==> config.mk <==
export PLATFORM = sky130hd
export DESIGN_NAME = framebuffer_top
export DESIGN_NICKNAME = d
export VERILOG_FILES = /design/src/fb_pkg.sv /design/src/frame_store.sv /design/src/framebuffer_top.sv /design/src/line_scaler.sv /design/src/mem_arbiter.sv /design/src/pixel_packer.sv /design/src/video_timing.sv
export SDC_FILE = /design/constraint.sdc
export NUM_CORES = 2
export LEC_CHECK = 0
export BUFFER_PORTS_ARGS = -buffer_cell sky130_fd_sc_hd__clkbuf_2
export CAP_MARGIN = 20
export CORE_ASPECT_RATIO = 2
export CORE_MARGIN = 2
export CORE_UTILIZATION = 40
export CTS_CLUSTER_SIZE = 25
export DETAILED_ROUTE_END_ITERATION = 6
export MAX_ROUTING_LAYER = met4
export PLACE_DENSITY = 0.61
export SYNTH_ARGS = -nofsm -noshare
export SYNTH_HDL_FRONTEND = slang
export SYNTH_SLANG_ARGS = --single-unit
==> constraint.sdc <==
create_clock -name clk_x1 -period 7.5 [get_ports clk_x1]
set_clock_uncertainty 0.1 [all_clocks]
set_input_delay 1.125 -clock clk_x1 [delete_from_list [all_inputs] [get_ports clk_x1]]
set_output_delay 1.125 -clock clk_x1 [all_outputs]
set_load 0.01 [all_outputs]
==> src/fb_pkg.sv <==
package fb_pkg;

    //////////////////////////////////////////////////
    // framebuffer geometry
    localparam int COLOR_BITS    = 18;                      // rgb666
    localparam int CH_BITS       = COLOR_BITS / 3;          // bits per channel
    localparam int MAX_W         = 16;
    localparam int MAX_H         = 8;
    localparam int QUADS_PER_ROW = MAX_W / 4;               // row pitch in quads
    localparam int STORE_DEPTH   = QUADS_PER_ROW * MAX_H;   // 32 quad words
    localparam int ADDR_W        = $clog2(STORE_DEPTH);
    localparam int QX_W          = $clog2(QUADS_PER_ROW);   // quad column bits
    localparam int ROW_W         = $clog2(MAX_H);
    localparam int COL_W         = $clog2(MAX_W);
    localparam int READ_LATENCY  = 2;

    //////////////////////////////////////////////////
    // raster, 64x32 active in 80x40
    localparam int ACTIVE_W      = 64;
    localparam int ACTIVE_H      = 32;
    localparam int H_TOTAL       = 80;
    localparam int V_TOTAL       = 40;
    localparam int H_SYNC_START  = 68;
    localparam int H_SYNC_END    = 72;
    localparam int V_SYNC_START  = 34;
    localparam int V_SYNC_END    = 36;
    localparam int CX_W          = $clog2(H_TOTAL);
    localparam int CY_W          = $clog2(V_TOTAL);
    localparam int COL_ACC_W     = $clog2(ACTIVE_W);        // column accumulator
    localparam int ROW_ACC_W     = $clog2(ACTIVE_H);        // row accumulator
    localparam logic [23:0] BLANK_RGB = 24'h202020;         // grey outside de

    typedef logic [COLOR_BITS-1:0] pixel_t;
    typedef pixel_t [3:0] quad_t;           // pixel 0 in the low bits

    typedef enum logic [1:0] {OP_IDLE, OP_WRITE, OP_READ} mem_op_e;
    typedef enum logic [1:0] {FETCH_IDLE, FETCH_ISSUE, FETCH_DRAIN} fetch_state_e;

    typedef struct packed {
        logic              valid;
        logic [ADDR_W-1:0] addr;
        quad_t             data;
    } wr_req_t;

    typedef struct packed {
        logic              valid;
        logic [ADDR_W-1:0] addr;
    } rd_req_t;

    typedef struct packed {
        logic  valid;
        quad_t data;
    } rd_rsp_t;

    typedef struct packed {
        mem_op_e           op;
        logic [ADDR_W-1:0] addr;
        quad_t             data;
    } mem_cmd_t;

    typedef struct packed {
        logic [CX_W-1:0] cx;
        logic [CY_W-1:0] cy;
        logic            active;
        logic            hsync;
        logic            vsync;
    } video_pos_t;

    typedef struct packed {
        logic [23:0] rgb;
        logic        de;
        logic        hsync;
        logic        vsync;
    } video_out_t;

endpackage

==> src/frame_store.sv <==
`timescale 1ns/1ns

module frame_store (
    input  logic             clk_x1,
    input  logic             rst_n,
    input  fb_pkg::mem_cmd_t mem_cmd,
    output fb_pkg::rd_rsp_t  rd_rsp
);
    import fb_pkg::*;

    quad_t                   mem [STORE_DEPTH];
    logic [READ_LATENCY-1:0] vld_pipe;              // reads in flight
    quad_t                   dat_pipe [READ_LATENCY];

    //////////////////////////////////////////////////
    // array and read data pipe
    always_ff @(posedge clk_x1) begin
        if (mem_cmd.op == OP_WRITE)
            mem[mem_cmd.addr] <= mem_cmd.data;
        dat_pipe[0] <= mem[mem_cmd.addr];   // old data on same address
        for (int i = 1; i < READ_LATENCY; i++) begin
            dat_pipe[i] <= dat_pipe[i-1];
        end
    end

    always_ff @(posedge clk_x1 or negedge rst_n) begin
        if (!rst_n) begin
            vld_pipe <= '0;
        end else begin
            vld_pipe[0] <= (mem_cmd.op == OP_READ);
            for (int i = 1; i < READ_LATENCY; i++) begin
                vld_pipe[i] <= vld_pipe[i-1];
            end
        end
    end

    assign rd_rsp = '{valid: vld_pipe[READ_LATENCY-1], data: dat_pipe[READ_LATENCY-1]};

endmodule

==> src/framebuffer_top.sv <==
`timescale 1ns/1ns

module framebuffer_top (
    input  logic                          clk_x1,
    input  logic                          rst_n,
    input  logic [4:0]                    fb_width,    // multiple of 4
    input  logic [3:0]                    fb_height,
    input  logic                          fb_vsync,
    input  logic                          fb_we,
    input  logic [fb_pkg::COLOR_BITS-1:0] fb_data,
    output fb_pkg::video_out_t            video
);
    import fb_pkg::*;

    video_pos_t pos;
    wr_req_t    wr_req;
    rd_req_t    rd_req;
    rd_rsp_t    rd_rsp;
    mem_cmd_t   mem_cmd;
    logic       wr_grant;
    logic       rd_grant;

    video_timing video_timing_inst (
        .clk_x1 (clk_x1),
        .rst_n  (rst_n),
        .pos    (pos)
    );

    // write side
    pixel_packer pixel_packer_inst (
        .clk_x1   (clk_x1),
        .rst_n    (rst_n),
        .fb_vsync (fb_vsync),
        .fb_we    (fb_we),
        .fb_width (fb_width),
        .fb_data  (fb_data),
        .wr_grant (wr_grant),
        .wr_req   (wr_req)
    );

    // read side and video out
    line_scaler line_scaler_inst (
        .clk_x1    (clk_x1),
        .rst_n     (rst_n),
        .fb_width  (fb_width),
        .fb_height (fb_height),
        .pos       (pos),
        .rd_grant  (rd_grant),
        .rd_rsp    (rd_rsp),
        .rd_req    (rd_req),
        .video     (video)
    );

    mem_arbiter mem_arbiter_inst (
        .clk_x1   (clk_x1),
        .rst_n    (rst_n),
        .wr_req   (wr_req),
        .rd_req   (rd_req),
        .wr_grant (wr_grant),
        .rd_grant (rd_grant),
        .mem_cmd  (mem_cmd)
    );

    frame_store frame_store_inst (
        .clk_x1  (clk_x1),
        .rst_n   (rst_n),
        .mem_cmd (mem_cmd),
        .rd_rsp  (rd_rsp)
    );

endmodule

==> src/line_scaler.sv <==
`timescale 1ns/1ns

module line_scaler (
    input  logic               clk_x1,
    input  logic               rst_n,
    input  logic [4:0]         fb_width,
    input  logic [3:0]         fb_height,
    input  fb_pkg::video_pos_t pos,
    input  logic               rd_grant,
    input  fb_pkg::rd_rsp_t    rd_rsp,
    output fb_pkg::rd_req_t    rd_req,
    output fb_pkg::video_out_t video
);
    import fb_pkg::*;

    fetch_state_e         state;
    logic [ROW_ACC_W-1:0] row_acc;      // line*fb_height mod ACTIVE_H
    logic [ROW_ACC_W:0]   row_sum;
    logic [ROW_ACC_W-1:0] next_acc;
    logic [ROW_W-1:0]     fetch_row;    // source row in the line buffer
    logic [ROW_W-1:0]     next_row;
    logic [2:0]           n_quads;
    logic [2:0]           issued;       // reads granted this line
    logic [2:0]           landed;       // responses stored
    logic                 req_valid;
    logic [QX_W-1:0]      req_qx;
    pixel_t               line_buf [MAX_W];
    logic [COL_ACC_W-1:0] col_acc;
    logic [COL_ACC_W:0]   col_sum;
    logic [COL_W-1:0]     src_col;
    logic                 s1_de, s1_hs, s1_vs;
    logic [COL_W-1:0]     s1_col;
    logic                 de_q, hs_q, vs_q;
    logic [23:0]          rgb_q;

    // channel expansion, zero LSBs appended
    function automatic logic [23:0] to_rgb(input pixel_t p);
        return {p[3*CH_BITS-1 -: CH_BITS], {(8-CH_BITS){1'b0}},
                p[2*CH_BITS-1 -: CH_BITS], {(8-CH_BITS){1'b0}},
                p[CH_BITS-1 -: CH_BITS],   {(8-CH_BITS){1'b0}}};
    endfunction

    assign n_quads = fb_width[4:2];
    assign row_sum = row_acc + fb_height;

    // source row for display line cy+1
    always_comb begin
        if (pos.cy == CY_W'(V_TOTAL - 1)) begin
            next_acc = '0;   // wraps to line 0
            next_row = '0;
        end else if (row_sum >= (ROW_ACC_W+1)'(ACTIVE_H)) begin
            next_acc = ROW_ACC_W'(row_sum - (ROW_ACC_W+1)'(ACTIVE_H));
            next_row = fetch_row + 1'b1;
        end else begin
            next_acc = row_sum[ROW_ACC_W-1:0];
            next_row = fetch_row;
        end
    end

    //////////////////////////////////////////////////
    // prefetch FSM, runs in horizontal blanking
    always_ff @(posedge clk_x1 or negedge rst_n) begin
        if (!rst_n) begin
            state     <= FETCH_IDLE;
            row_acc   <= '0;
            fetch_row <= '0;
            issued    <= '0;
            landed    <= '0;
            req_valid <= 1'b0;
            req_qx    <= '0;
        end else begin
            if (rd_rsp.valid)
                landed <= landed + 1'b1;
            case (state)
                FETCH_IDLE: if (pos.cx == CX_W'(ACTIVE_W)) begin
                    row_acc   <= next_acc;
                    fetch_row <= next_row;
                    req_qx    <= '0;
                    issued    <= '0;
                    landed    <= '0;
                    if (n_quads != 3'd0) begin
                        req_valid <= 1'b1;
                        state     <= FETCH_ISSUE;
                    end
                end
                FETCH_ISSUE: if (rd_grant) begin
                    issued <= issued + 1'b1;
                    req_qx <= req_qx + 1'b1;      // next quad of the row
                    if (issued + 3'd1 == n_quads) begin
                        req_valid <= 1'b0;
                        state     <= FETCH_DRAIN;
                    end
                end
                FETCH_DRAIN: if (landed == n_quads)
                    state <= FETCH_IDLE;          // all quads in buffer
                default: state <= FETCH_IDLE;
            endcase
        end
    end

    assign rd_req = '{valid: req_valid, addr: {fetch_row, req_qx}};

    // four pixels per response
    always_ff @(posedge clk_x1) begin
        if (rd_rsp.valid) begin
            for (int i = 0; i < 4; i++) begin
                line_buf[{landed[1:0], 2'(i)}] <= rd_rsp.data[i];
            end
        end
    end

    //////////////////////////////////////////////////
    // column accumulator, tracks pos.cx
    assign col_sum = col_acc + fb_width;

    always_ff @(posedge clk_x1 or negedge rst_n) begin
        if (!rst_n) begin
            col_acc <= '0;
            src_col <= '0;
        end else if (pos.cx == CX_W'(H_TOTAL - 1)) begin
            col_acc <= '0;
            src_col <= '0;
        end else if (pos.active) begin
            if (col_sum >= (COL_ACC_W+1)'(ACTIVE_W)) begin
                col_acc <= COL_ACC_W'(col_sum - (COL_ACC_W+1)'(ACTIVE_W));
                src_col <= src_col + 1'b1;
            end else begin
                col_acc <= col_sum[COL_ACC_W-1:0];
            end
        end
    end

    // two stage output, syncs delayed with rgb
    always_ff @(posedge clk_x1 or negedge rst_n) begin
        if (!rst_n) begin
            {s1_de, s1_hs, s1_vs} <= '0;
            {de_q, hs_q, vs_q}    <= '0;
        end else begin
            {s1_de, s1_hs, s1_vs} <= {pos.active, pos.hsync, pos.vsync};
            {de_q, hs_q, vs_q}    <= {s1_de, s1_hs, s1_vs};
        end
    end

    always_ff @(posedge clk_x1) begin
        s1_col <= src_col;
        rgb_q  <= s1_de ? to_rgb(line_buf[s1_col]) : BLANK_RGB;
    end

    assign video = '{rgb: rgb_q, de: de_q, hsync: hs_q, vsync: vs_q};

endmodule

==> src/mem_arbiter.sv <==
`timescale 1ns/1ns

module mem_arbiter (
    input  logic             clk_x1,
    input  logic             rst_n,
    input  fb_pkg::wr_req_t  wr_req,
    input  fb_pkg::rd_req_t  rd_req,
    output logic             wr_grant,
    output logic             rd_grant,
    output fb_pkg::mem_cmd_t mem_cmd
);
    import fb_pkg::*;

    logic              wr_go;   // write served this edge
    logic              rd_go;
    mem_op_e           op_q;
    logic [ADDR_W-1:0] addr_q;
    quad_t             data_q;

    // a request seen with its grant high is already served
    assign wr_go = wr_req.valid && !wr_grant;
    assign rd_go = rd_req.valid && !rd_grant && !wr_go;   // writes first

    //////////////////////////////////////////////////
    // grants and command op, registered together
    always_ff @(posedge clk_x1 or negedge rst_n) begin
        if (!rst_n) begin
            wr_grant <= 1'b0;
            rd_grant <= 1'b0;
            op_q     <= OP_IDLE;
        end else begin
            wr_grant <= wr_go;
            rd_grant <= rd_go;
            if (wr_go)
                op_q <= OP_WRITE;
            else if (rd_go)
                op_q <= OP_READ;
            else
                op_q <= OP_IDLE;
        end
    end

    always_ff @(posedge clk_x1) begin
        addr_q <= wr_go ? wr_req.addr : rd_req.addr;
        data_q <= wr_req.data;   // only used on writes
    end

    assign mem_cmd = '{op: op_q, addr: addr_q, data: data_q};

endmodule

==> src/pixel_packer.sv <==
`timescale 1ns/1ns

module pixel_packer (
    input  logic                          clk_x1,
    input  logic                          rst_n,
    input  logic                          fb_vsync,
    input  logic                          fb_we,
    input  logic [4:0]                    fb_width,
    input  logic [fb_pkg::COLOR_BITS-1:0] fb_data,
    input  logic                          wr_grant,
    output fb_pkg::wr_req_t               wr_req
);
    import fb_pkg::*;

    logic              vsync_r;
    logic              vs_rise;     // start of a new frame
    logic [1:0]        pix_cnt;     // pixels already in acc
    logic [1:0]        slot;        // where this pixel lands
    logic              quad_done;
    pixel_t [2:0]      acc;         // first three pixels of a quad
    logic              req_valid;
    logic [ADDR_W-1:0] req_addr;
    quad_t             req_data;
    logic [4:0]        wr_x;        // pixel column of next quad
    logic [ROW_W-1:0]  wr_y;

    assign vs_rise   = fb_vsync & ~vsync_r;
    assign slot      = vs_rise ? 2'd0 : pix_cnt;   // partial quad dropped on vsync
    assign quad_done = fb_we && (slot == 2'd3);

    //////////////////////////////////////////////////
    // control: pixel count, request level, position
    always_ff @(posedge clk_x1 or negedge rst_n) begin
        if (!rst_n) begin
            vsync_r   <= 1'b0;
            pix_cnt   <= '0;
            req_valid <= 1'b0;
            wr_x      <= '0;
            wr_y      <= '0;
        end else begin
            vsync_r <= fb_vsync;
            if (fb_we)
                pix_cnt <= slot + 1'b1;   // wraps 3 -> 0
            else if (vs_rise)
                pix_cnt <= '0;
            // level held until the arbiter pulses the grant
            if (quad_done)
                req_valid <= 1'b1;
            else if (wr_grant)
                req_valid <= 1'b0;
            if (vs_rise) begin
                wr_x <= '0;
                wr_y <= '0;
            end else if (wr_grant) begin
                if (wr_x + 5'd4 >= fb_width) begin
                    wr_x <= '0;           // next source row
                    wr_y <= wr_y + 1'b1;
                end else begin
                    wr_x <= wr_x + 5'd4;
                end
            end
        end
    end

    // quad assembly and the latched write address
    always_ff @(posedge clk_x1) begin
        if (fb_we) begin
            if (slot == 2'd3) begin
                req_data <= {fb_data, acc[2], acc[1], acc[0]};
                req_addr <= {wr_y, wr_x[QX_W+1:2]};   // y*QUADS_PER_ROW + x/4
            end else begin
                acc[slot] <= fb_data;
            end
        end
    end

    assign wr_req = '{valid: req_valid, addr: req_addr, data: req_data};

endmodule

==> src/video_timing.sv <==
`timescale 1ns/1ns

module video_timing (
    input  logic               clk_x1,
    input  logic               rst_n,
    output fb_pkg::video_pos_t pos
);
    import fb_pkg::*;

    logic [CX_W-1:0] cx;    // 0..H_TOTAL-1
    logic [CY_W-1:0] cy;    // 0..V_TOTAL-1

    //////////////////////////////////////////////////
    // raster counters
    always_ff @(posedge clk_x1 or negedge rst_n) begin
        if (!rst_n) begin
            cx <= '0;
            cy <= '0;
        end else if (cx == CX_W'(H_TOTAL - 1)) begin
            cx <= '0;   // end of line
            if (cy == CY_W'(V_TOTAL - 1))
                cy <= '0;
            else
                cy <= cy + 1'b1;
        end else begin
            cx <= cx + 1'b1;
        end
    end

    // position and syncs straight off the counters
    always_comb begin
        pos.cx     = cx;
        pos.cy     = cy;
        pos.active = (cx < CX_W'(ACTIVE_W)) && (cy < CY_W'(ACTIVE_H));
        // both syncs sit in blanking only
        pos.hsync  = (cx >= CX_W'(H_SYNC_START)) && (cx < CX_W'(H_SYNC_END));
        pos.vsync  = (cy >= CY_W'(V_SYNC_START)) && (cy < CY_W'(V_SYNC_END));
    end

endmodule
# After elaboration in Yosys (flattened, before gate mapping)
# Memory sizes are Yosys's and may differ from the RTL's. A register that Yosys moved wholly into a read port is not among the register bits.
# Cells that the tools add are included.
[totals] mem_count=3 input_bits=31 output_inout_bits=27 mem_bits_rw=2736 reg_bits=284 word_cells=169
[classes] bitwise_logic=3 n_addsub=14 muxes=52 eq_ne=15 n_reduce_logical=30 magnitude_cmp=11
[memory_table] name="frame_store_inst.mem" depth=32 width=72 rd=1 rd_ports_with_merged_regs=1 wr=1 line="frame_store.sv:11" text="quad_t mem [STORE_DEPTH];"
[memory_table] name="line_scaler_inst.line_buf" depth=16 width=18 rd=1 rd_ports_with_merged_regs=1 wr=4 line="line_scaler.sv:27" text="pixel_t line_buf [MAX_W];"
[memory_table] name="frame_store_inst.dat_pipe" depth=2 width=72 rd=2 rd_ports_with_merged_regs=0 wr=2 line="frame_store.sv:13" text="quad_t dat_pipe [READ_LATENCY];"
[op_table] op="54-bit bitwise mux" n=1
[op_table] op="18-bit demux with 2-bit select" n=1
[op_table] op="3-bit two-way mux" n=10
[op_table] op="5-bit two-way mux" n=6
[op_table] op="6-bit two-way mux" n=4
[op_table] op="2-bit two-way mux" n=11
[op_table] op="18-bit two-way mux" n=1
[op_table] op="7-bit == test, second input constant" n=2
[op_table] op="7-bit greater-or-equal comparator, second input constant" n=2
[op_table] op="7-bit < comparator, second input constant" n=2
[op_table] op="2-bit nonzero test" n=7
[op_table] op="3-bit by 1-bit adder with 3-bit output, second input constant" n=4
[op_table] op="6-bit greater-or-equal comparator, second input constant" n=2
[op_table] op="6-bit < comparator, second input constant" n=2
[op_table] op="4-bit two-way mux" n=3
[op_table] op="1-bit two-way mux" n=10
[op_table] op="2-bit by 1-bit != test with 1-bit output, second input constant" n=5
[op_table] op="2-bit AND reduction" n=5
[op_table] op="5-bit AND reduction" n=2
[op_table] op="1-bit logical AND" n=8
[op_table] op="6-bit by 5-bit adder with 7-bit output" n=1
[op_table] op="7-bit by 1-bit adder with 7-bit output, second input constant" n=1
[op_table] op="7-bit two-way mux" n=1
[op_table] op="5-bit by 4-bit adder with 6-bit output" n=1
[op_table] op="other kinds (23)" n=33

# Depth between registers and ports, before layout
[depth] ltp_word=8 ltp_mapped=9 ltp_nobuf=7

# Cells and area by module
# A second synthesis with hierarchy kept.
[unflattened] hier_cells=5880 hier_area_um2=111298.0
[by_module_without_submodules] module="frame_store" cells_per_inst=4797 area_per_inst_um2=90834.6 instances=1 seq_area_each_um2=72119.2
[by_module_without_submodules] module="line_scaler" cells_per_inst=742 area_per_inst_um2=13528.0 instances=1 seq_area_each_um2=9964.6
[by_module_without_submodules] module="pixel_packer" cells_per_inst=195 area_per_inst_um2=4575.6 instances=1 seq_area_each_um2=4184.0
[by_module_without_submodules] module="mem_arbiter" cells_per_inst=90 area_per_inst_um2=1720.4 instances=1 seq_area_each_um2=1591.5
[by_module_without_submodules] module="video_timing" cells_per_inst=56 area_per_inst_um2=639.4 instances=1 seq_area_each_um2=325.3

# Worst setup path before layout
# Ideal clock, no wire load.
[synth_timing] path_kind="register -> register" start="reg mem_arbiter_inst.addr_q[0]" end="mem frame_store_inst.mem[13][0] (netlist name) (enable)" path_buffers=4 slack_ns=2.380 synth_period_minus_slack_ns=5.120 path_stages_with_launch=7 t_arrival_ns=4.517 setup_ns=0.503 path_cell_list="dfxtp_1 > clkbuf_1 > buf_2 > buf_2 > or3b_2 > clkbuf_1 > nor2_1"
[synth_lines] element="start, declared" line="mem_arbiter.sv:17" text="logic [ADDR_W-1:0] addr_q;"
[synth_lines] element="start signal, assigned" line="mem_arbiter.sv:44" text="addr_q <= wr_go ? wr_req.addr : rd_req.addr;"
[synth_lines] element="end, declared" line="frame_store.sv:11"
# No word-level cell before the write port.

# Worst setup path in the final report
[layout_timing] start="reg mem_arbiter_inst.addr_q[1]" end="mem frame_store_inst.mem[23][6] (netlist name) (enable)"
# No word-level cell before the write port.

==> results.sh <==
export IMPL_status="complete, no violations"
export IMPL_start_util_pct=40.17
export IMPL_rsz0062_at_grt="false"
export IMPL_hpwl_um=140800
export IMPL_slew_viol_final=0
export IMPL_ctsResizeCount=0
export IMPL_grt_pass1_vias=51350
export IMPL_hold_depth=0
export IMPL_crit_chain="nand4b_1 -> nor2_4 -> buf_4"
export IMPL_worstHoldEndpoint="frame_store_inst.dat_pipe[0][100]"
export IMPL_num_rows=271
export IMPL_min_delay_start="frame_store_inst.dat_pipe[0][28]"
export IMPL_final_cell_mix="edfxtp_1 (2723), mux4_2 (633), a22oi_1 (296), clkbuf_16 (241), dfxtp_1 (239)"
export IMPL_yosysTopAreaCell="edfxtp_1"
export IMPL_routabilityCongestion=0.7840
export IMPL_crit_path_start="mem_arbiter_inst.addr_q[1]"
export IMPL_synth_cell_type_count=64
export IMPL_drv_cap=0
export IMPL_clkSinkCount=3028
export IMPL_drc=0
export IMPL_synth_edf_count=2723
export IMPL_coreArea_mm2=0.2719
export IMPL_postSynthAreaPerCell_um2=23.19
export IMPL_drive_gt1_share_pct=24.17
export IMPL_viasPerCell=5.844
export IMPL_async_flop_share_pct=2.048
export IMPL_slew_headroom_pct=26.05
export IMPL_synthMuxAreaShare_pct=13.40
export IMPL_holdBufCountCts=0
export IMPL_grt_pass1_wl_um=396800
export IMPL_synthXorXnorAreaFrac_pct=0.1741
export IMPL_clk_latency_ps=870
export IMPL_r2r_slack_ps=3480
export IMPL_synth_fa_ha_area_share_pct=0.3573
export IMPL_power_frac_comb_pct=12.9
export IMPL_crit_type="register to register"
export IMPL_final_common_cell="edfxtp_1"
export IMPL_die_x_um=373.5
export IMPL_r2r_start="mem_arbiter_inst.addr_q[1]"
export IMPL_synth_compound_area_share_pct=2.787
export IMPL_syn_area_mm2=0.1092
export IMPL_yosys_area_share_simple_pct=1.473
export IMPL_synth_seq_cells=3028
export IMPL_finalHoldViolCount=0
export IMPL_timing_fmax_ghz=0.2486
export IMPL_endpoint_kind="register"
export IMPL_reg2reg_depth=3
export IMPL_tns_ps=0
export IMPL_cts_buffer_depth=4
export IMPL_post_cts_setup_buffers=0
export IMPL_die_area_mm2=0.2776
export IMPL_netlist_area_leader_share_pct=74.85
export IMPL_area_delta_synth_final_pct=12.25
export IMPL_fin_crit_sh_pct=53.63
export IMPL_pwr_share_clk_pct=33.7
export IMPL_ys_warn_count=0
export IMPL_crit_fanout=43
export IMPL_dr_pass1_iters=5
export IMPL_vias=50390
export IMPL_power_density_mw_per_mm2=312.0
export IMPL_worstPathRequired_ps=7890
export IMPL_slowest_stage="nor2_4"
export IMPL_startpoint_type="register"
export IMPL_post_drt_wl_per_cell_um=32.66
export IMPL_final_nets=4928
export IMPL_antenna_left=0
export IMPL_worst_pin_slew_ps=1109
export IMPL_antenna_found_initial=27
export IMPL_synth_ff_type="edfxtp_1"
export IMPL_arrival_ps=4410
export IMPL_internal_power_mw=28.70
export IMPL_ios=58
export IMPL_p_seq_share_pct=53.5
export IMPL_grt_usage_pct=20.76
export IMPL_cts_tree="done"
export IMPL_root_buffer="clkbuf_16"
export IMPL_gr_total_overflow=0
export IMPL_finalCriticalPeriod_ps=4023
export IMPL_die_height_um=743.1
export IMPL_slowest_delay_ps=1040
export IMPL_synth_area_leaders="edfxtp_1 (75%), mux4_2 (13%), dfxtp_1 (4.5%), a22oi_1 (2.0%), dfrtp_1 (1.4%)"
export IMPL_cts_buffers_inserted=238
export IMPL_p_switching_mw=9.557
export IMPL_switching_share_pct=24.98
export IMPL_rr_endpoint="frame_store_inst.mem[23][6]"
export IMPL_ir_worst_vdd_v=0.0002676
export IMPL_htree_levels=4
export IMPL_setup_viol=0
export IMPL_hp_class="register to register"
export IMPL_whs_ps=223.4
export IMPL_synth_top_family_by_area="multiplexers"
export IMPL_syn_inst=4711
export IMPL_power_leakage_nw=37.53
export IMPL_dr_first_iter_drc_count=5633
export IMPL_seq_area_frac_synth_pct=80.72
export IMPL_grt_max_degree=138
export IMPL_port_buffer_count=51
export IMPL_routed_wl_um=281600
export IMPL_path_clk_slew_ps=70
-- worst max path at each step --
stage                                                  to  slack (ps)  cells past startpoint
final                         frame_store_inst.mem[23][6]        3480                      3
after global routing      frame_store_inst.dat_pipe[0][6]        3330                      5
after CTS                     frame_store_inst.mem[28][6]        3420                      4
after detailed placement     frame_store_inst.mem[28][31]        3460                      4
after global placement       frame_store_inst.mem[28][31]        3470                      4
after floorplan               frame_store_inst.mem[13][0]        2380                      6
-- Yosys cell counts, drive strengths merged, types with 15 or more instances --
master,instances
edfxtp,2723
a211oi,19
ha,28
dfxtp,243
dfrtp,62
o21ai,26
nand4,76
nand3,17
mux2i,31
inv,19
a21oi,15
clkbuf,101
a22oi,296
mux4,633
buf,140
nor2b,21
nor2,50
nand2,46
-- final cells by class --
cell class | instances | area, um^2
Multi-Input combinational cell | 1428 | 20190
Fill cell | 22390 | 149300
Inverter | 19 | 71.32
Tap cell | 3549 | 4441
Clock buffer | 327 | 6684
Timing Repair Buffer | 152 | 1802
Sequential cell | 3028 | 88200
Antenna cell | 5 | 12.51
Clock inverter | 114 | 1231
-- kinds of logic after synthesis --
group,count (synthesis)
other,1
flip-flops,3028
adder cells (fa/ha/maj),30
buffers and inverters,260
AO/OA/AOI/OAI,413
multiplexers,670
AND/OR/NAND/NOR,289
XOR/XNOR,20
-- power groups by stage --
stage	Sequential [mW]	Combinational, mW	Clock, mW
global route	20.6	5.21	13.6
CTS	20.5	4.95	13.1
detailed placement	20.9	4.94	0
finish	20.5	4.92	12.9
floorplan	20.2	3.50	0
global placement	20.9	4.90	0
-- critical path: cells and delay by family, from the launching register on --
kind          cells  cell delay (ps)
buf+inv           1              640
flops             1              850
simple gates      2             1920
-- per-stage QoR --
stage                     area [um^2]  cells  total power [mW]  setup WS (ps)  utilization [%]
after floorplan                109300   4716             23.72           2380                -
after global placement         114200   8158             25.76           3474            42.01
after detailed placement       114300   8160             25.83           3460            42.03
after CTS                      122200   8601             38.57           3422            44.94
after global routing           122600   8620             39.42           3326            45.09
final                          122600   8622             38.26           3477            45.09
-- state kept, by name, summed over array words and instances (netlist names), 4 cells and up --
register,count
frame_store_inst.mem,2304
line_scaler_inst.line_buf,288
frame_store_inst.dat_pipe,144
mem_arbiter_inst.mem_cmd,72
pixel_packer_inst.wr_req,72
pixel_packer_inst.acc,54
line_scaler_inst.rgb_q,18
video_timing_inst.cx,7
line_scaler_inst.col_acc,6
video_timing_inst.cy,6
line_scaler_inst.row_acc,5
mem_arbiter_inst.addr_q,5
pixel_packer_inst.req_addr,5
line_scaler_inst.s1_col,4
line_scaler_inst.src_col,4
-- metal layers --
metal	global-route usage (%)	share of wire [%]	up-vias
li1	-	-	20230
met1	24.92	36	27520
met2	37.16	54	2154
met3	1.798	6.2	481
met4	6.447	3.3	0
met5	-	0	-
No activity file was read; power rests on OpenSTA's default activity.
